### config.mk
export PLATFORM = sky130hd
export DESIGN_NAME = streamer_top
export DESIGN_NICKNAME = d
export VERILOG_FILES = /design/src/verilog/streamer_pkg.sv /design/src/verilog/mem_if.sv /design/src/verilog/streamer_ctrl.sv /design/src/verilog/req_gen.sv /design/src/verilog/load_buffer.sv /design/src/verilog/streamer_top.sv
export SDC_FILE = /design/constraint.sdc
export NUM_CORES = 1
export LEC_CHECK = 0
export BUFFER_PORTS_ARGS = -buffer_cell sky130_fd_sc_hd__buf_2
export CORE_UTILIZATION = 56
export CTS_CLUSTER_SIZE = 24
export DETAILED_ROUTE_END_ITERATION = 6
export GPL_ROUTABILITY_DRIVEN = 0
export PLACE_DENSITY = 0.8
export SLEW_MARGIN = 40
export SYNTH_ARGS = -nofsm -noshare
export SYNTH_HDL_FRONTEND = slang
export SYNTH_SLANG_ARGS = --single-unit
### constraint.sdc
create_clock -name clk_i -period 10.6 [get_ports clk_i]
set_input_delay 1.06 -clock clk_i [delete_from_list [all_inputs] [get_ports clk_i]]
set_output_delay 1.06 -clock clk_i [all_outputs]
set_load 0.005 [all_outputs]
### src/verilog/streamer_pkg.sv
package streamer_pkg;

  // word widths shared by the memory port and the streams
  localparam int unsigned DATA_W = 32;
  localparam int unsigned ADDR_W = 16;  // word address
  localparam int unsigned LEN_W  = 16;  // job length and beat counters

  // load buffer entries, also the cap on reads in flight plus words held
  localparam int unsigned LOAD_FIFO_DEPTH = 4;

  // pointer wrap relies on a power-of-two depth
  localparam int unsigned LOAD_PTR_W = $clog2(LOAD_FIFO_DEPTH);
  localparam int unsigned LOAD_CNT_W = $clog2(LOAD_FIFO_DEPTH + 1);

  // job opcodes
  // the four loads pick the output stream, the store drains the input stream
  typedef enum logic [2:0] {
    OP_LD_FEAT     = 3'd0,
    OP_LD_WEIGHT   = 3'd1,
    OP_LD_NORM     = 3'd2,
    OP_LD_STREAMIN = 3'd3,
    OP_ST_OUT      = 3'd4
  } streamer_op_e;

endpackage

### src/verilog/mem_if.sv
`timescale 1ns/10ps

interface mem_if;
  import streamer_pkg::*;

  // request channel
  logic              req;
  logic              wen;   // 1 means write
  logic [ADDR_W-1:0] addr;
  logic [DATA_W-1:0] wdata;
  logic              gnt;

  // response channel, one beat per granted read
  logic [DATA_W-1:0] rdata;
  logic              r_valid;

  modport req_mp (
    output req,
    output wen,
    output addr,
    output wdata,
    input  gnt
  );

  modport rsp_mp (
    input rdata,
    input r_valid
  );

endinterface

### src/verilog/streamer_ctrl.sv
`timescale 1ns/10ps

module streamer_ctrl (
  input  logic                             clk_i,
  input  logic                             rst_n_i,
  // job request
  input  logic                             start_i,
  input  streamer_pkg::streamer_op_e       op_i,
  input  logic [streamer_pkg::ADDR_W-1:0]  base_i,
  input  logic [streamer_pkg::ADDR_W-1:0]  stride_i,
  input  logic [streamer_pkg::LEN_W-1:0]   len_i,
  // completed beats from the datapath
  input  logic                             ld_beat_i,
  input  logic                             st_beat_i,
  // status and registered job
  output logic                             run_o,
  output logic                             is_store_o,
  output logic                             busy_o,
  output logic                             done_o,
  output streamer_pkg::streamer_op_e       op_o,
  output logic [streamer_pkg::ADDR_W-1:0]  base_o,
  output logic [streamer_pkg::ADDR_W-1:0]  stride_o,
  output logic [streamer_pkg::LEN_W-1:0]   len_o
);
  import streamer_pkg::*;

  typedef enum logic [1:0] {IDLE, RUN, DONE} state_e;

  state_e           state_q, state_d;
  streamer_op_e     op_q;
  logic [ADDR_W-1:0] base_q, stride_q;
  logic [LEN_W-1:0]  len_q;
  logic [LEN_W-1:0]  beat_cnt_q;
  logic             accept;
  logic             beat;
  logic             last_beat;

  // a start is only taken while not busy, DONE counts as not busy
  assign accept    = start_i && (state_q != RUN);
  assign beat      = is_store_o ? st_beat_i : ld_beat_i;
  assign last_beat = beat && (beat_cnt_q == len_q - 1'b1);

  always_comb begin
    state_d = state_q;
    case (state_q)
      IDLE:    if (start_i) state_d = RUN;
      RUN:     if (last_beat) state_d = DONE;
      DONE:    state_d = start_i ? RUN : IDLE;  // back-to-back job
      default: state_d = IDLE;
    endcase
  end

  always_ff @(posedge clk_i) begin
    if (!rst_n_i) begin
      state_q    <= IDLE;
      op_q       <= OP_LD_FEAT;
      beat_cnt_q <= '0;
    end else begin
      state_q <= state_d;
      if (accept) begin
        op_q       <= op_i;
        beat_cnt_q <= '0;
      end else if (state_q == RUN && beat) begin
        beat_cnt_q <= beat_cnt_q + 1'b1;
      end
    end
  end

  // job payload, only meaningful while running
  always_ff @(posedge clk_i) begin
    if (accept) begin
      base_q   <= base_i;
      stride_q <= stride_i;
      len_q    <= len_i;
    end
  end

  assign run_o      = (state_q == RUN);
  assign busy_o     = (state_q == RUN);
  assign done_o     = (state_q == DONE);  // one cycle, then IDLE or RUN
  assign is_store_o = (op_q == OP_ST_OUT);
  assign op_o       = op_q;
  assign base_o     = base_q;
  assign stride_o   = stride_q;
  assign len_o      = len_q;

endmodule

### src/verilog/req_gen.sv
`timescale 1ns/10ps

module req_gen (
  input  logic                             clk_i,
  input  logic                             rst_n_i,
  // job from the controller
  input  logic                             run_i,
  input  logic                             is_store_i,
  input  logic [streamer_pkg::ADDR_W-1:0]  base_i,
  input  logic [streamer_pkg::ADDR_W-1:0]  stride_i,
  input  logic [streamer_pkg::LEN_W-1:0]   len_i,
  // read credit from the load buffer
  input  logic                             credit_ok_i,
  // store stream in
  input  logic                             st_valid_i,
  input  logic [streamer_pkg::DATA_W-1:0]  st_data_i,
  output logic                             st_ready_o,
  output logic                             st_beat_o,
  // memory request side
  mem_if.req_mp                            mem
);
  import streamer_pkg::*;

  logic              run_q;
  logic [ADDR_W-1:0] addr_q;
  logic [LEN_W-1:0]  issued_q;
  logic [ADDR_W-1:0] cur_addr;
  logic [LEN_W-1:0]  cur_issued;
  logic              req;
  logic              fire;
  logic              src_ok;

  // first cycle of a job works from base directly so the first
  // request can go out together with busy
  assign cur_addr   = run_q ? addr_q : base_i;
  assign cur_issued = run_q ? issued_q : '0;

  // stores need a word to write, loads need room for the response
  assign src_ok = is_store_i ? st_valid_i : credit_ok_i;
  assign req    = run_i && (cur_issued < len_i) && src_ok;
  assign fire   = req && mem.gnt;

  always_ff @(posedge clk_i) begin
    if (!rst_n_i) begin
      run_q    <= 1'b0;
      issued_q <= '0;
    end else begin
      run_q    <= run_i;
      issued_q <= cur_issued + LEN_W'(fire);
    end
  end

  // next address of the strided pattern after each grant
  always_ff @(posedge clk_i) begin
    addr_q <= fire ? cur_addr + stride_i : cur_addr;
  end

  assign mem.req   = req;
  assign mem.wen   = is_store_i;
  assign mem.addr  = cur_addr;
  assign mem.wdata = st_data_i;  // only looked at on writes

  // the store word is consumed by the write grant
  assign st_ready_o = fire && is_store_i;
  assign st_beat_o  = st_ready_o && st_valid_i;

endmodule

### src/verilog/load_buffer.sv
`timescale 1ns/10ps

module load_buffer (
  input  logic                             clk_i,
  input  logic                             rst_n_i,
  input  logic                             run_i,
  input  streamer_pkg::streamer_op_e       op_i,
  // memory responses
  mem_if.rsp_mp                            mem,
  input  logic                             req_fire_i,  // granted read
  output logic                             credit_ok_o,
  output logic                             ld_beat_o,
  // load streams out
  output logic                             feat_valid_o,
  output logic [streamer_pkg::DATA_W-1:0]  feat_data_o,
  input  logic                             feat_ready_i,
  output logic                             weight_valid_o,
  output logic [streamer_pkg::DATA_W-1:0]  weight_data_o,
  input  logic                             weight_ready_i,
  output logic                             norm_valid_o,
  output logic [streamer_pkg::DATA_W-1:0]  norm_data_o,
  input  logic                             norm_ready_i,
  output logic                             streamin_valid_o,
  output logic [streamer_pkg::DATA_W-1:0]  streamin_data_o,
  input  logic                             streamin_ready_i
);
  import streamer_pkg::*;

  logic [DATA_W-1:0]     fifo_mem [LOAD_FIFO_DEPTH];
  logic [LOAD_PTR_W-1:0] wr_ptr_q, rd_ptr_q;
  logic [LOAD_CNT_W-1:0] fill_q;   // words held
  logic [LOAD_CNT_W-1:0] outst_q;  // reads granted, data not back yet
  logic [LOAD_CNT_W:0]   used;
  logic [DATA_W-1:0]     head;
  logic [3:0]            sel_vec;
  logic [3:0]            ready_vec;
  logic                  head_valid;
  logic                  push;
  logic                  pop;

  // one-hot stream select, a store selects none
  always_comb begin
    sel_vec = '0;
    case (op_i)
      OP_LD_FEAT:     sel_vec[0] = 1'b1;
      OP_LD_WEIGHT:   sel_vec[1] = 1'b1;
      OP_LD_NORM:     sel_vec[2] = 1'b1;
      OP_LD_STREAMIN: sel_vec[3] = 1'b1;
      default:        sel_vec = '0;
    endcase
  end

  assign ready_vec  = {streamin_ready_i, norm_ready_i, weight_ready_i, feat_ready_i};
  assign head       = fifo_mem[rd_ptr_q];
  assign head_valid = run_i && (fill_q != '0);
  assign push       = mem.r_valid;  // responses cannot wait
  assign pop        = head_valid && |(sel_vec & ready_vec);

  always_ff @(posedge clk_i) begin
    if (!rst_n_i) begin
      wr_ptr_q <= '0;
      rd_ptr_q <= '0;
      fill_q   <= '0;
      outst_q  <= '0;
    end else begin
      if (push) wr_ptr_q <= wr_ptr_q + 1'b1;
      if (pop) rd_ptr_q <= rd_ptr_q + 1'b1;
      fill_q  <= fill_q + LOAD_CNT_W'(push) - LOAD_CNT_W'(pop);
      outst_q <= outst_q + LOAD_CNT_W'(req_fire_i) - LOAD_CNT_W'(push);
    end
  end

  always_ff @(posedge clk_i) begin
    if (push) fifo_mem[wr_ptr_q] <= mem.rdata;
  end

  // every read in flight already owns an entry, so no overflow
  assign used        = outst_q + fill_q;
  assign credit_ok_o = (used < LOAD_FIFO_DEPTH);
  assign ld_beat_o   = pop;

  assign feat_valid_o     = head_valid && sel_vec[0];
  assign weight_valid_o   = head_valid && sel_vec[1];
  assign norm_valid_o     = head_valid && sel_vec[2];
  assign streamin_valid_o = head_valid && sel_vec[3];

  assign feat_data_o     = sel_vec[0] ? head : '0;
  assign weight_data_o   = sel_vec[1] ? head : '0;
  assign norm_data_o     = sel_vec[2] ? head : '0;
  assign streamin_data_o = sel_vec[3] ? head : '0;

endmodule

### src/verilog/streamer_top.sv
`timescale 1ns/10ps

module streamer_top (
  input  logic                             clk_i,
  input  logic                             rst_n_i,
  // job
  input  logic                             start_i,
  input  streamer_pkg::streamer_op_e       op_i,
  input  logic [streamer_pkg::ADDR_W-1:0]  base_i,
  input  logic [streamer_pkg::ADDR_W-1:0]  stride_i,
  input  logic [streamer_pkg::LEN_W-1:0]   len_i,
  output logic                             busy_o,
  output logic                             done_o,
  // memory port
  output logic                             mem_req_o,
  output logic                             mem_wen_o,
  output logic [streamer_pkg::ADDR_W-1:0]  mem_addr_o,
  output logic [streamer_pkg::DATA_W-1:0]  mem_wdata_o,
  input  logic                             mem_gnt_i,
  input  logic [streamer_pkg::DATA_W-1:0]  mem_rdata_i,
  input  logic                             mem_rvalid_i,
  // store stream in
  input  logic                             st_valid_i,
  input  logic [streamer_pkg::DATA_W-1:0]  st_data_i,
  output logic                             st_ready_o,
  // load streams out
  output logic                             feat_valid_o,
  output logic [streamer_pkg::DATA_W-1:0]  feat_data_o,
  input  logic                             feat_ready_i,
  output logic                             weight_valid_o,
  output logic [streamer_pkg::DATA_W-1:0]  weight_data_o,
  input  logic                             weight_ready_i,
  output logic                             norm_valid_o,
  output logic [streamer_pkg::DATA_W-1:0]  norm_data_o,
  input  logic                             norm_ready_i,
  output logic                             streamin_valid_o,
  output logic [streamer_pkg::DATA_W-1:0]  streamin_data_o,
  input  logic                             streamin_ready_i
);
  import streamer_pkg::*;

  logic              run, is_store;
  logic              ld_beat, st_beat;
  logic              credit_ok, req_fire;
  streamer_op_e      job_op;
  logic [ADDR_W-1:0] job_base, job_stride;
  logic [LEN_W-1:0]  job_len;

  mem_if mem_bus ();

  assign mem_req_o       = mem_bus.req;
  assign mem_wen_o       = mem_bus.wen;
  assign mem_addr_o      = mem_bus.addr;
  assign mem_wdata_o     = mem_bus.wdata;
  assign mem_bus.gnt     = mem_gnt_i;
  assign mem_bus.rdata   = mem_rdata_i;
  assign mem_bus.r_valid = mem_rvalid_i;

  assign req_fire = mem_bus.req && mem_bus.gnt && !mem_bus.wen;  // granted read

  streamer_ctrl i_ctrl (
    .clk_i      ( clk_i      ),
    .rst_n_i    ( rst_n_i    ),
    .start_i    ( start_i    ),
    .op_i       ( op_i       ),
    .base_i     ( base_i     ),
    .stride_i   ( stride_i   ),
    .len_i      ( len_i      ),
    .ld_beat_i  ( ld_beat    ),
    .st_beat_i  ( st_beat    ),
    .run_o      ( run        ),
    .is_store_o ( is_store   ),
    .busy_o     ( busy_o     ),
    .done_o     ( done_o     ),
    .op_o       ( job_op     ),
    .base_o     ( job_base   ),
    .stride_o   ( job_stride ),
    .len_o      ( job_len    )
  );

  req_gen i_req_gen (
    .clk_i       ( clk_i       ),
    .rst_n_i     ( rst_n_i     ),
    .run_i       ( run         ),
    .is_store_i  ( is_store    ),
    .base_i      ( job_base    ),
    .stride_i    ( job_stride  ),
    .len_i       ( job_len     ),
    .credit_ok_i ( credit_ok   ),
    .st_valid_i  ( st_valid_i  ),
    .st_data_i   ( st_data_i   ),
    .st_ready_o  ( st_ready_o  ),
    .st_beat_o   ( st_beat     ),
    .mem         ( mem_bus     )
  );

  load_buffer i_load_buffer (
    .clk_i            ( clk_i            ),
    .rst_n_i          ( rst_n_i          ),
    .run_i            ( run              ),
    .op_i             ( job_op           ),
    .mem              ( mem_bus          ),
    .req_fire_i       ( req_fire         ),
    .credit_ok_o      ( credit_ok        ),
    .ld_beat_o        ( ld_beat          ),
    .feat_valid_o     ( feat_valid_o     ),
    .feat_data_o      ( feat_data_o      ),
    .feat_ready_i     ( feat_ready_i     ),
    .weight_valid_o   ( weight_valid_o   ),
    .weight_data_o    ( weight_data_o    ),
    .weight_ready_i   ( weight_ready_i   ),
    .norm_valid_o     ( norm_valid_o     ),
    .norm_data_o      ( norm_data_o      ),
    .norm_ready_i     ( norm_ready_i     ),
    .streamin_valid_o ( streamin_valid_o ),
    .streamin_data_o  ( streamin_data_o  ),
    .streamin_ready_i ( streamin_ready_i )
  );

endmodule

[Word-level counts from Yosys, hierarchy flattened]
Memory sizes are Yosys's and may differ from the RTL's. A register that Yosys moved wholly into a read port is not among the register bits.
Index checks and enable logic that the tools add are counted.
Storage, ports and cells
  flip-flop bits (word level): 112
  bits in writable memories: 128
  bits of input ports: 125
  output and inout bits: 185
  memories: 1
Memory list
  i_load_buffer.fifo_mem: words 4, width 32, rd ports 1, clocked after memory_dff 1, wr ports 1, line load_buffer.sv:29  | logic [DATA_W-1:0] fifo_mem [LOAD_FIFO_DEPTH];
Cells by class
  $add $sub $neg: 11
  magnitude comparators: 2
  equal/unequal tests: 10
  mux-type cells: 21
  bitwise gates (word level): 2
  reductions and logical operators: 22
Operators with widths (count)
  $mux W32: 4
  $mux W16: 3
  $add A16 B1 Y16: 1
  $add A16 B1 Y16 const B: 1
  $add A16 B16 Y16: 1
  $eq A16 B16 Y1: 1
  $lt A16 B16 Y1: 1
  $sub A16 B1 Y16 const B: 1
  $logic_and A1 B1 Y1: 15
  $mux W1: 9
  $mux W2: 4
  $add A3 B1 Y3: 2
  $eq A3 B2 Y1 const B: 2
  $pmux W2 S3: 1
  $sub A3 B1 Y3: 2
  $add A2 B1 Y2 const B: 2
  $add A3 B3 Y4: 1
  $and A4 B4 Y4: 1
  $lt A4 B3 Y1 const B: 1
  $ne A2 B2 Y1 const B: 2
  $reduce_or A4 Y1: 1
  $eq A3 B1 Y1 const B: 1
  $eq A3 B3 Y1 const B: 1
  $logic_not A3 Y1: 1
  other kinds (9): 9

[Depth between registers and ports, before layout]
Gate-level depths: netlist of run 1.
  depth in word-level cells: 11
  gate-level depth with buffers: 20
  gate-level depth less buffers: 18

[Hierarchy]
Synthesis of run 1 repeated with hierarchy kept, for this count alone.
Second synthesis, totals
  cell total of the unflattened synthesis: 973
  area total of the unflattened synthesis: 12151.7 um2
By module, submodules not included
  load_buffer: instances 1, cells an instance 390, area an instance 6341.1 um2, sequential area each 4083.9 um2
  req_gen: instances 1, cells an instance 357, area an instance 2916.5 um2, sequential area each 660.6 um2
  streamer_ctrl: instances 1, cells an instance 225, area an instance 2885.3 um2, sequential area each 1861.8 um2
  streamer_top: instances 1, cells an instance 1, area an instance 8.8 um2, sequential area each 0.0 um2

[Least setup slack after synthesis of run 1]
OpenSTA, ideal clock, no wires.
  kind: reg2reg
  start: reg i_req_gen.run_q
  end: reg i_load_buffer.outst_q[2]
  setup time: 0.115 ns
  arrival: 3.592 ns
  slack: 6.893 ns
  cell stages (with the launch flop): 20
  cell sequence: dfxtp_1 buf_6 clkbuf_1 and2_1 ha_1 a211oi_1 nor2_1 nor3_1 a2111o_2 nand3_1 buf_2 or2_2 ha_1 inv_1 ha_1 inv_1 fa_1 xnor2_1 xnor2_1 and2_1
Between the ends
  longest elaborated chain between the ends: 8
Ends and longest elaborated chain
  from (decl): line req_gen.sv:24  | logic run_q;
  from (signal assigned): line req_gen.sv:48  | run_q <= run_i;
  $mux W16: line req_gen.sv:36  | assign cur_issued = run_q ? issued_q : '0;
  $lt A16 B16 Y1: line req_gen.sv:40  | assign req = run_i && (cur_issued < len_i) && src_ok;
  $logic_and A1 B1 Y1 (2 in series): line req_gen.sv:40
  $logic_and A1 B1 Y1 (2 in series): line streamer_top.sv:59  | assign req_fire = mem_bus.req && mem_bus.gnt && !mem_bus.wen;
  $add A3 B1 Y3: line load_buffer.sv:69  | outst_q <= outst_q + LOAD_CNT_W'(req_fire_i) - LOAD_CNT_W'(push);
  $sub A3 B1 Y3: line load_buffer.sv:69
  to (signal assigned): line load_buffer.sv:69
  to (decl): line load_buffer.sv:32  | logic [LOAD_CNT_W-1:0] outst_q;
No other way between the ends.
A chain may end at the register's enable or synchronous reset.

[Worst setup path after layout of run 1]
  start: reg i_req_gen.run_q
  end: reg i_req_gen.issued_q[15]
Between the ends
  longest elaborated chain between the ends: 6
Ends and longest elaborated chain
  $mux W16 (*): line req_gen.sv:36
  $lt A16 B16 Y1: line req_gen.sv:40
  $logic_and A1 B1 Y1 (2 in series): line req_gen.sv:40
  $logic_and A1 B1 Y1: line req_gen.sv:41  | assign fire = req && mem.gnt;
  $add A16 B1 Y16 (*): line req_gen.sv:49  | issued_q <= cur_issued + LEN_W'(fire);
  to (signal assigned): line req_gen.sv:49
  to (decl): line req_gen.sv:26  | logic [LEN_W-1:0] issued_q;
Mark *: on every way between the ends. The rest lies on a longest branch, timed or not.

==> summary.json, run 1 <==
{
  "outcome": {
    "run_status": "completed"
  },
  "critical_path": {
    "worst_r2r_path_depth": 18,
    "worst_r2r_startpoint": "i_req_gen.run_q",
    "reg2reg_to": "i_req_gen.issued_q[15]",
    "worst-endpoint-required_ns": 11.01,
    "critical_path.startpoint_type": "flip-flop",
    "setup.worst_path.class": "reg2reg",
    "cp_max_fanout": 35,
    "worst_setup_path_end_kind": "flip-flop",
    "rrSetupSlack_ns": 6.45,
    "worstPathArrival_ns": 4.56
  },
  "placement": {
    "io_buffers": 245,
    "dp.cells": 1427,
    "hpwl_after_dpl_mm": 18.2,
    "placement.setup.worst_slack_ns": 6.48
  },
  "die": {
    "i_o_pins": 310,
    "start_util_pct": 57.2,
    "design.core.area_mm2": 0.0210,
    "width_of_the_chip_um": 149,
    "die_area_mm2": 0.0221,
    "num_rows": 53,
    "die-height_um": 149
  },
  "sta": {
    "hold_viol": 0,
    "max_freq_mhz": 241,
    "rsz_0062_raised_after_global_routing": "false",
    "timing.slew.headroom_pct": 50.7,
    "fin_skew_ns": 0.0230,
    "final_min_period_over_clock_period_pct": 39.1,
    "setup_violations": 0,
    "fin_crit_ns": 4.15,
    "worstMarginPinSlew_ns": 0.738,
    "layout_setup_ws_ns": 6.45,
    "maxSlewViolCount": 0,
    "fin_tns_setup_ns": 0
  },
  "worst_hold_path": {
    "worst_hold_endpoint": "i_ctrl.beat_cnt_q[15]",
    "hp-class": "reg2reg",
    "min-delay-start": "i_ctrl.beat_cnt_q[15]",
    "hold_path_depth": 2
  },
  "logic_synthesis": {
    "yosysWarningCount": 0,
    "avgSynthCellArea_um2": 12.4,
    "ys.flop_type": "edfxtp_1",
    "synth-edff-count": 176,
    "netlist_instances": 969,
    "synthesized_netlist_net_count": 1141,
    "postSynth.asyncResetShare_pct": 0,
    "postSynthRegisterBits": 242,
    "synth.lib_cells_used.distinct": 61,
    "synth_seq_area_share_pct": 54.9,
    "synth.cell_area_mm2": 0.0120
  },
  "global_route": {
    "grt_antenna_before_repair": 2,
    "grt_usage_pct": 23.6,
    "number_of_global_route_vias_before_repair": 7869,
    "grt_pass1_wl_mm": 40.4,
    "grt_start_max_net_pins": 49,
    "global_route.overflow_total": 0
  },
  "clocking": {
    "cts.root.buffer_cell": "clkbuf_16",
    "postCtsSetupBuffers": 0,
    "cts.reportedPaths.clkPinSlew_ns": 0.06,
    "numCtsBuffers": 26,
    "cts_tree": "yes",
    "cts_buffer_depth": 3,
    "clk-insertion-delay-late_ns": 0.53,
    "cts_htree_levels": 1,
    "cts_resized": 0,
    "cts_hold_buffers": 0,
    "tritoncts_num_sinks": 242
  },
  "pwr": {
    "powerDensity_mw_per_mm2": 167,
    "total_chip_power_mw": 2.37,
    "leakage_power_nw": 5.72,
    "worst_vdd_drop_uv": 201
  },
  "route": {
    "totalWireLength_mm": 25.9,
    "dr_total_vias": 8084,
    "post-route-drc-count": 0,
    "drtIter0Drc": 398,
    "drt_pre_antenna_iters": 4,
    "post_drt_via_cell_ratio": 5.48,
    "antenna_violating_nets_post_route": 0,
    "wl_per_cell_um": 17.6
  },
  "final_layout": {
    "final_cell_mix": "buf_2 (245), edfxtp_1 (176), and2_1 (127)",
    "fin_nets": 1352,
    "final_core_util_pct": 67.5,
    "area_added_between_synthesis_and_finish_pct": 17.9,
    "drive_above_1_share_pct": 30.4,
    "final.fill_count": 1557,
    "final_cells": 1476,
    "layout_commonest_cell": "buf_2"
  },
  "job": {
    "drv_cap": 0
  }
}
## per-stage QoR
step	cell area (um^2)	hold slack (ns)
CTS	14200	0.502
global placement	13300	0.481
global route	14200	0.529
detailed placement	13300	0.487
floorplan	12000	0.458
finish	14200	0.504
## state kept, by name, indices dropped and copies added (netlist names), named ones only
| signal | flops |
|---|---|
| i_ctrl.base_o | 16 |
| i_ctrl.beat_cnt_q | 16 |
| i_ctrl.len_o | 16 |
| i_ctrl.op_o | 3 |
| i_ctrl.state_q | 2 |
| i_ctrl.stride_o | 16 |
| i_load_buffer.fifo_mem | 128 |
| i_load_buffer.fill_q | 3 |
| i_load_buffer.outst_q | 3 |
| i_load_buffer.rd_ptr_q | 2 |
| i_load_buffer.wr_ptr_q | 2 |
| i_req_gen.addr_q | 16 |
| i_req_gen.issued_q | 16 |
| i_req_gen.run_q | 1 |
## report_power, final
group	internal, mW	leakage, nW	total, mW	switching (mW)
Combinational	0.162	3.11	0.340	0.179
Clock	0.569	0.432	0.925	0.356
Sequential	1.08	2.18	1.11	0.0275
Total	1.81	5.72	2.37	0.562
## logic make-up after synthesis
kind of cell / after synthesis / synth area share (%)
compound gates: 111 / 5.75
xor+xnor: 46 / 3.35
fa+ha+maj: 47 / 5.07
buf+inv: 105 / 4.52
flops: 242 / 54.9
mux: 65 / 9.08
simple gates: 353 / 17.3
## worst max-delay path, cell delays in order, from the launching register on
cell and delay, ns:
dfxtp_1 0.30, buf_4 0.36, and2_1 0.23, ha_1 0.25, a211oi_1 0.22, nor2_1 0.11
nor3_1 0.20, a2111o_2 0.19, nand3_1 0.09, buf_4 0.23, inv_1 0.10, ha_1 0.17
nand4_1 0.22, nor4_1 0.61, nand2_1 0.10, nor3_1 0.29, nand3_1 0.14, xor2_1 0.14
nor2_1 0.05
## worst max path at each step
stage	start	end	slack, ns
floorplan	i_req_gen.run_q	i_load_buffer.outst_q[2]	6.89
global placement	i_req_gen.run_q	i_req_gen.issued_q[15]	6.57
detailed placement	i_req_gen.run_q	i_req_gen.issued_q[15]	6.48
CTS	i_req_gen.run_q	i_req_gen.issued_q[15]	6.47
global route	i_req_gen.run_q	i_req_gen.issued_q[15]	6.09
finish	i_req_gen.run_q	i_req_gen.issued_q[15]	6.45
## layer usage
layer,wire (um),track usage [%],vias up
li1,-,-,3911
met1,10800,29.6,3876
met2,13000,40.8,222
met3,1240,3.87,73
met4,912,9.18,2
met5,14,0,-
## Yosys cell counts, types with 4 or more instances
master	n	area (um^2)
a21oi_1	30	150
a31oi_1	4	25.0
and2_1	131	820
and3_1	5	31.3
and4_1	4	35.0
buf_2	6	30.0
buf_4	34	255
clkbuf_1	29	109
dfxtp_1	66	1320
edfxtp_1	176	5290
ha_1	44	551
inv_1	34	128
mux2_2	23	259
mux2i_1	9	90.1
mux4_2	33	743
nand2_1	40	150
nand2b_1	7	43.8
nand3_1	21	105
nand4_1	9	56.3
nor2_1	27	101
nor2b_1	51	319
nor3_1	17	85.1
o21ai_0	36	180
o31ai_1	10	75.1
or3_1	8	50.1
or4_1	5	37.5
or4b_1	6	60.1
xnor2_1	28	245
xor2_1	18	158
## final cells by class
| class | instances | area (um^2) | area share [%] |
|---|---|---|---|
| sequential | 242 | 6610 | 46.6 |
| multi-input combinational | 622 | 4930 | 34.7 |
| timing repair buffer | 254 | 1290 | 9.11 |
| clock buffer | 28 | 658 | 4.64 |
| tap | 275 | 344 | 2.42 |
| clock inverter | 20 | 228 | 1.60 |
| inverter | 34 | 130 | 0.917 |
| antenna | 1 | 2.50 | 0.0176 |
Power figures use the tool's default switching activity.
==> run 2, diff against run 1 <==
- CORE_UTILIZATION: 56 -> 54
- PLACE_DENSITY: 0.8 -> 0.77
- clock period: 10.6 -> 4.3 ns (I/O delays scaled with it)
==> summary.json, run 2 (synthesized netlist as in run 1, its figures left out) <==
{
  "critical_path": {
    "setup.worst_path.class": "reg2reg",
    "worst_setup_path_end_kind": "flip-flop",
    "rrSetupSlack_ns": 0.45,
    "worstPathArrival_ns": 4.27,
    "worst-endpoint-required_ns": 4.72,
    "cp_max_fanout": 12,
    "critical_path.startpoint_type": "flip-flop"
  },
  "sta": {
    "setup_violations": 0,
    "timing.slew.headroom_pct": 51.0,
    "rsz_0062_raised_after_global_routing": "false",
    "fin_crit_ns": 3.85,
    "hold_viol": 0,
    "final.hold.worst_slack_ns": 0.0663,
    "worstMarginPinSlew_ns": 0.730,
    "max_freq_mhz": 260,
    "maxSlewViolCount": 0,
    "fin_skew_ns": 0.0193,
    "fin_tns_setup_ns": 0,
    "final_min_period_over_clock_period_pct": 89.5
  },
  "die": {
    "num_rows": 54,
    "width_of_the_chip_um": 151,
    "die_area_mm2": 0.0229,
    "design.core.area_mm2": 0.0218,
    "start_util_pct": 55.1,
    "i_o_pins": 310,
    "die-height_um": 151
  },
  "clocking": {
    "cts_htree_levels": 1,
    "cts_buffer_depth": 3,
    "postCtsSetupBuffers": 0,
    "cts.reportedPaths.clkPinSlew_ns": 0.06,
    "clk-insertion-delay-late_ns": 0.54,
    "tritoncts_num_sinks": 242,
    "numCtsBuffers": 26,
    "cts_tree": "yes",
    "cts.root.buffer_cell": "clkbuf_16"
  },
  "global_route": {
    "grt_antenna_before_repair": 4,
    "global_route.overflow_total": 0,
    "grt_pass1_wl_mm": 39.5,
    "grt_usage_pct": 22.3,
    "grt_start_max_net_pins": 49,
    "number_of_global_route_vias_before_repair": 7703
  },
  "final_layout": {
    "final_cell_mix": "buf_2 (245), edfxtp_1 (176), and2_1 (131)",
    "fin_nets": 1360,
    "multi_input_logic_area_mm2": 0.00493,
    "area_added_between_synthesis_and_finish_pct": 17.8,
    "top_register": "i_load_buffer.fifo_mem",
    "final_cells": 1489,
    "regArea_mm2": 0.00661,
    "layout.cell_area.non_filler_mm2": 0.0142,
    "final_core_util_pct": 65.0,
    "final.fill_count": 1730,
    "layout_commonest_cell": "buf_2",
    "largest_register_ffs": 128,
    "drive_above_1_share_pct": 30.5
  },
  "pwr": {
    "share_of_power_burned_in_combinational_logic_pct": 14.8,
    "powerDensity_mw_per_mm2": 398,
    "share_seq_of_total_power_pct": 48.3,
    "leakage_power_nw": 5.71,
    "switching_power_mw": 1.38,
    "share_clk_of_total_power_pct": 36.9,
    "worst_vdd_drop_uv": 310,
    "power.internal_mw": 4.26,
    "switching_share_pct": 24.6
  },
  "route": {
    "drtIter0Drc": 292,
    "dr_total_vias": 8075,
    "totalWireLength_mm": 25.7,
    "antenna_violating_nets_post_route": 0,
    "drt_pre_antenna_iters": 4,
    "post-route-drc-count": 0,
    "post_drt_via_cell_ratio": 5.42,
    "wl_per_cell_um": 17.2
  },
  "outcome": {
    "run_status": "completed"
  },
  "placement": {
    "post_dp_cell_area_mm2": 0.0134,
    "dp.cells": 1440,
    "hpwl_after_dpl_mm": 18.2,
    "io_buffers": 245
  },
  "worst_hold_path": {
    "hp-class": "in2reg"
  },
  "job": {
    "drv_cap": 0
  }
}
==> run 2: cell types whose count changed in the layout (fill, tap and decap cells not counted), moves of 2 or more <==
| cell | change |
|---|---|
| bufinv_16 | -4 |
| clkinvlp_4 | +2 |
| clkbuf_1 | +5 |
| buf_4 | +8 |
| clkinv_1 | -4 |
| and2_1 | +4 |
| and2_4 | -4 |
==> run 2: power groups by stage <==
| stage | Sequential [mW] | Combinational, mW | Clock (mW) |
|---|---|---|---|
| 5_1_grt | 2.74 | 0.938 | 2.21 |
| 3_3_place_gp | 2.77 | 0.817 | 0 |
| 3_5_place_dp | 2.78 | 0.840 | 0 |
| 2_1_floorplan | 2.75 | 0.583 | 0 |
| 4_1_cts | 2.73 | 0.846 | 2.13 |
| 6_report | 2.73 | 0.835 | 2.08 |
==> run 2: worst paths after layout <==
check	endpoint	depth (start not counted)	start
min	i_ctrl.base_o[13]	1	base_i[13]
max reg2reg	i_req_gen.issued_q[15]	17	i_req_gen.run_q
min reg2reg	i_req_gen.issued_q[6]	2	i_req_gen.issued_q[6]
max	i_req_gen.issued_q[15]	17	i_req_gen.run_q
==> run 2: cell type report <==
class	count	share of cell area, %
diodes	2	0.0353
multi-input cells	622	34.7
clock inverters	13	0.821
flip-flops and latches	242	46.6
repair buffers	262	9.55
inverters	34	0.918
clock buffers	34	4.87
well taps	280	2.47
==> run 2: per-layer routing <==
layer,global-route usage [%],part of all wire (%)
met3,4.25,5.3
met4,9.35,3.9
met2,36.8,47
met1,28.9,43
met5,0,0.11
==> run 2: critical path, stage by stage, from the launching register on <==
cell and delay [ns]:
dfxtp_1 0.54, buf_4 0.25, and2_1 0.18, ha_1 0.26, a21oi_1 0.11, o21ai_0 0.10, nor3_1 0.15, a2111o_2 0.21
nand3_1 0.14, inv_1 0.14, ha_1 0.19, nand4_1 0.23, nor4_2 0.49, nand2_1 0.10, nor3_1 0.28, nand3_1 0.14
xor2_1 0.15, nor2_1 0.05
==> run 2: what timing repair did <==
action / in CTS / in global routing
gates resized for setup: 0 / 1
endpoints found under the setup margin: 0 / 2
hold buffers: 0 / 0
==> run 2: metrics by stage <==
step           power, mW  worst slack (ns)
5_1_grt             5.89            0.0468
3_5_place_dp        3.62             0.305
6_report            5.64             0.452
3_3_place_gp        3.59             0.522
4_1_cts             5.70             0.286
2_1_floorplan       3.33             0.593
==> run 3, diff against run 2 <==
- CORE_UTILIZATION: 54 -> 55
- CTS_BUF_LIST: default -> sky130_fd_sc_hd__clkbuf_8
- PLACE_DENSITY: 0.77 -> 0.78
==> summary.json, run 3 (synthesized netlist as in run 1, its figures left out) <==
{
  "critical_path": {
    "cp_max_fanout": 13,
    "critical_path.startpoint_type": "flip-flop",
    "worst_setup_path_end_kind": "flip-flop",
    "critical-path-top-delay-family": "simple AND/OR/NAND/NOR gates",
    "timing.critical_path.slowest_cell_delay_ns": 0.54,
    "setup.worst_path.class": "reg2reg",
    "worstPathArrival_ns": 4.32,
    "worst-endpoint-required_ns": 4.72,
    "cp.buffers_inverters": 3,
    "path_cells": "buf_4 > nand2_1 > inv_1 > ha_1 > o21ai_0 > nor2_1 > nor3_1 > a2111o_2 > nand3_1 > inv_1 > ha_1 > nand4_1 > nor4_2 > nand2_1 > nor3_1 > nand3_1 > xor2_1 > nor2_1",
    "max_stage_delay_cell_worst_path": "dfxtp_1",
    "worst_r2r_path_depth": 18,
    "critical_path_depth": 18
  },
  "clocking": {
    "numCtsBuffers": 41,
    "cts.root.buffer_cell": "clkbuf_8",
    "cts_htree_levels": 2,
    "cts_hold_buffers": 0,
    "cts_buffer_depth": 3,
    "postCtsSetupBuffers": 0,
    "clk-insertion-delay-late_ns": 0.53,
    "tritoncts_num_sinks": 242,
    "cts.reportedPaths.clkPinSlew_ns": 0.06,
    "cts_tree": "yes"
  },
  "global_route": {
    "grt_usage_pct": 24.1,
    "grt_antenna_before_repair": 3,
    "grt_start_max_net_pins": 49,
    "grt_pass1_wl_mm": 41.5,
    "global_route.overflow_total": 0,
    "number_of_global_route_vias_before_repair": 8219
  },
  "pwr": {
    "worst_vdd_drop_uv": 294,
    "total_chip_power_mw": 5.62,
    "powerDensity_mw_per_mm2": 396,
    "leakage_power_nw": 5.79
  },
  "die": {
    "design.core.area_mm2": 0.0212,
    "num_rows": 53,
    "start_util_pct": 56.7,
    "die_area_mm2": 0.0225,
    "width_of_the_chip_um": 150,
    "die-height_um": 150,
    "i_o_pins": 310
  },
  "route": {
    "wl_per_cell_um": 17.9,
    "drt_pre_antenna_iters": 4,
    "dr_total_vias": 8210,
    "totalWireLength_mm": 27.0,
    "post-route-drc-count": 0,
    "antenna_violating_nets_post_route": 0,
    "drtIter0Drc": 373,
    "post_drt_via_cell_ratio": 5.44
  },
  "final_layout": {
    "drive_above_1_share_pct": 31.6,
    "largest_register_ffs": 128,
    "final_cells": 1509,
    "layout_commonest_cell": "buf_2",
    "fin_nets": 1375,
    "area_added_between_synthesis_and_finish_pct": 17.9,
    "layout.cell_area.non_filler_mm2": 0.0142,
    "top_register": "i_load_buffer.fifo_mem",
    "final.fill_count": 1658,
    "final_cell_mix": "buf_2 (245), edfxtp_1 (176), and2_1 (131)"
  },
  "sta": {
    "worstMarginPinSlew_ns": 0.662,
    "maxSlewViolCount": 0,
    "fin_tns_setup_ns": 0,
    "max_freq_mhz": 256,
    "fin_crit_ns": 3.90,
    "layout_setup_ws_ns": 0.398,
    "hold_viol": 0,
    "fin_skew_ns": 0.0182,
    "final_min_period_over_clock_period_pct": 90.8,
    "setup_violations": 0,
    "rsz_0062_raised_after_global_routing": "false",
    "timing.slew.headroom_pct": 55.6
  },
  "placement": {
    "placement.setup.worst_slack_ns": 0.342,
    "post_dp_cell_area_mm2": 0.0134,
    "io_buffers": 245,
    "hpwl_after_dpl_mm": 19.3,
    "dp.cells": 1435
  },
  "job": {
    "drv_cap": 0
  },
  "outcome": {
    "run_status": "completed"
  },
  "worst_hold_path": {
    "hold_path_depth": 1,
    "hp-class": "in2reg"
  }
}
run 3: cell type report:
class                      count  area (um^2)  area share, %
sequential                   242         6610           46.6
multi-input combinational    622         4920           34.7
timing repair buffer         262         1350           9.54
clock buffer                  50          688           4.85
tap                          275          344           2.42
clock inverter                22          144           1.01
inverter                      34          130          0.917
antenna                        2         5.00         0.0353
run 3: worst paths after layout:
check                                           start                     end  slack [ns]
worst min-delay path                        len_i[13]        i_ctrl.len_o[13]        0.07
worst max register to register        i_req_gen.run_q  i_req_gen.issued_q[15]        0.40
worst min register to register  i_req_gen.issued_q[6]   i_req_gen.issued_q[6]        0.50
worst max-delay path                  i_req_gen.run_q  i_req_gen.issued_q[15]        0.40
run 3: routing by layer:
layer	vias to the layer above	wire, um	GRT usage (%)
li1	3953	-	-
met5	-	11	0
met1	3922	11100	29.5
met4	2	792	9.34
met2	271	13400	41.5
met3	62	1670	5.37
run 3: report_power, final:
| part | internal (mW) | total (mW) | switching (mW) | leakage, nW |
|---|---|---|---|---|
| clock network | 1.17 | 2.05 | 0.881 | 0.467 |
| logic | 0.403 | 0.842 | 0.439 | 3.15 |
| registers | 2.66 | 2.73 | 0.0729 | 2.18 |
run 3: timing repair:
action                                 in CTS  in global routing
endpoints found under the hold margin       0                  0
resized for setup                           0                  1
setup endpoints to repair                   0                  2
run 3: through the flow:
stage / util, % / hold slack [ns]
floorplan: - / 0.458
global placement: 62.8 / 0.478
detailed placement: 62.9 / 0.496
CTS: 66.8 / 0.0381
global route: 66.9 / 0.0344
finish: 66.9 / 0.0722
run 3: worst register-to-register path, delay by kind of cell, from the launching register on:
family / cells / cell delay (ns)
AOI/OAI and AO/OA: 2 / 0.37
buffers and inverters: 3 / 0.54
DFF: 1 / 0.54
xor gates and xnor gates: 1 / 0.14
adders and majority gates: 2 / 0.42
and+or+nand+nor: 10 / 1.77
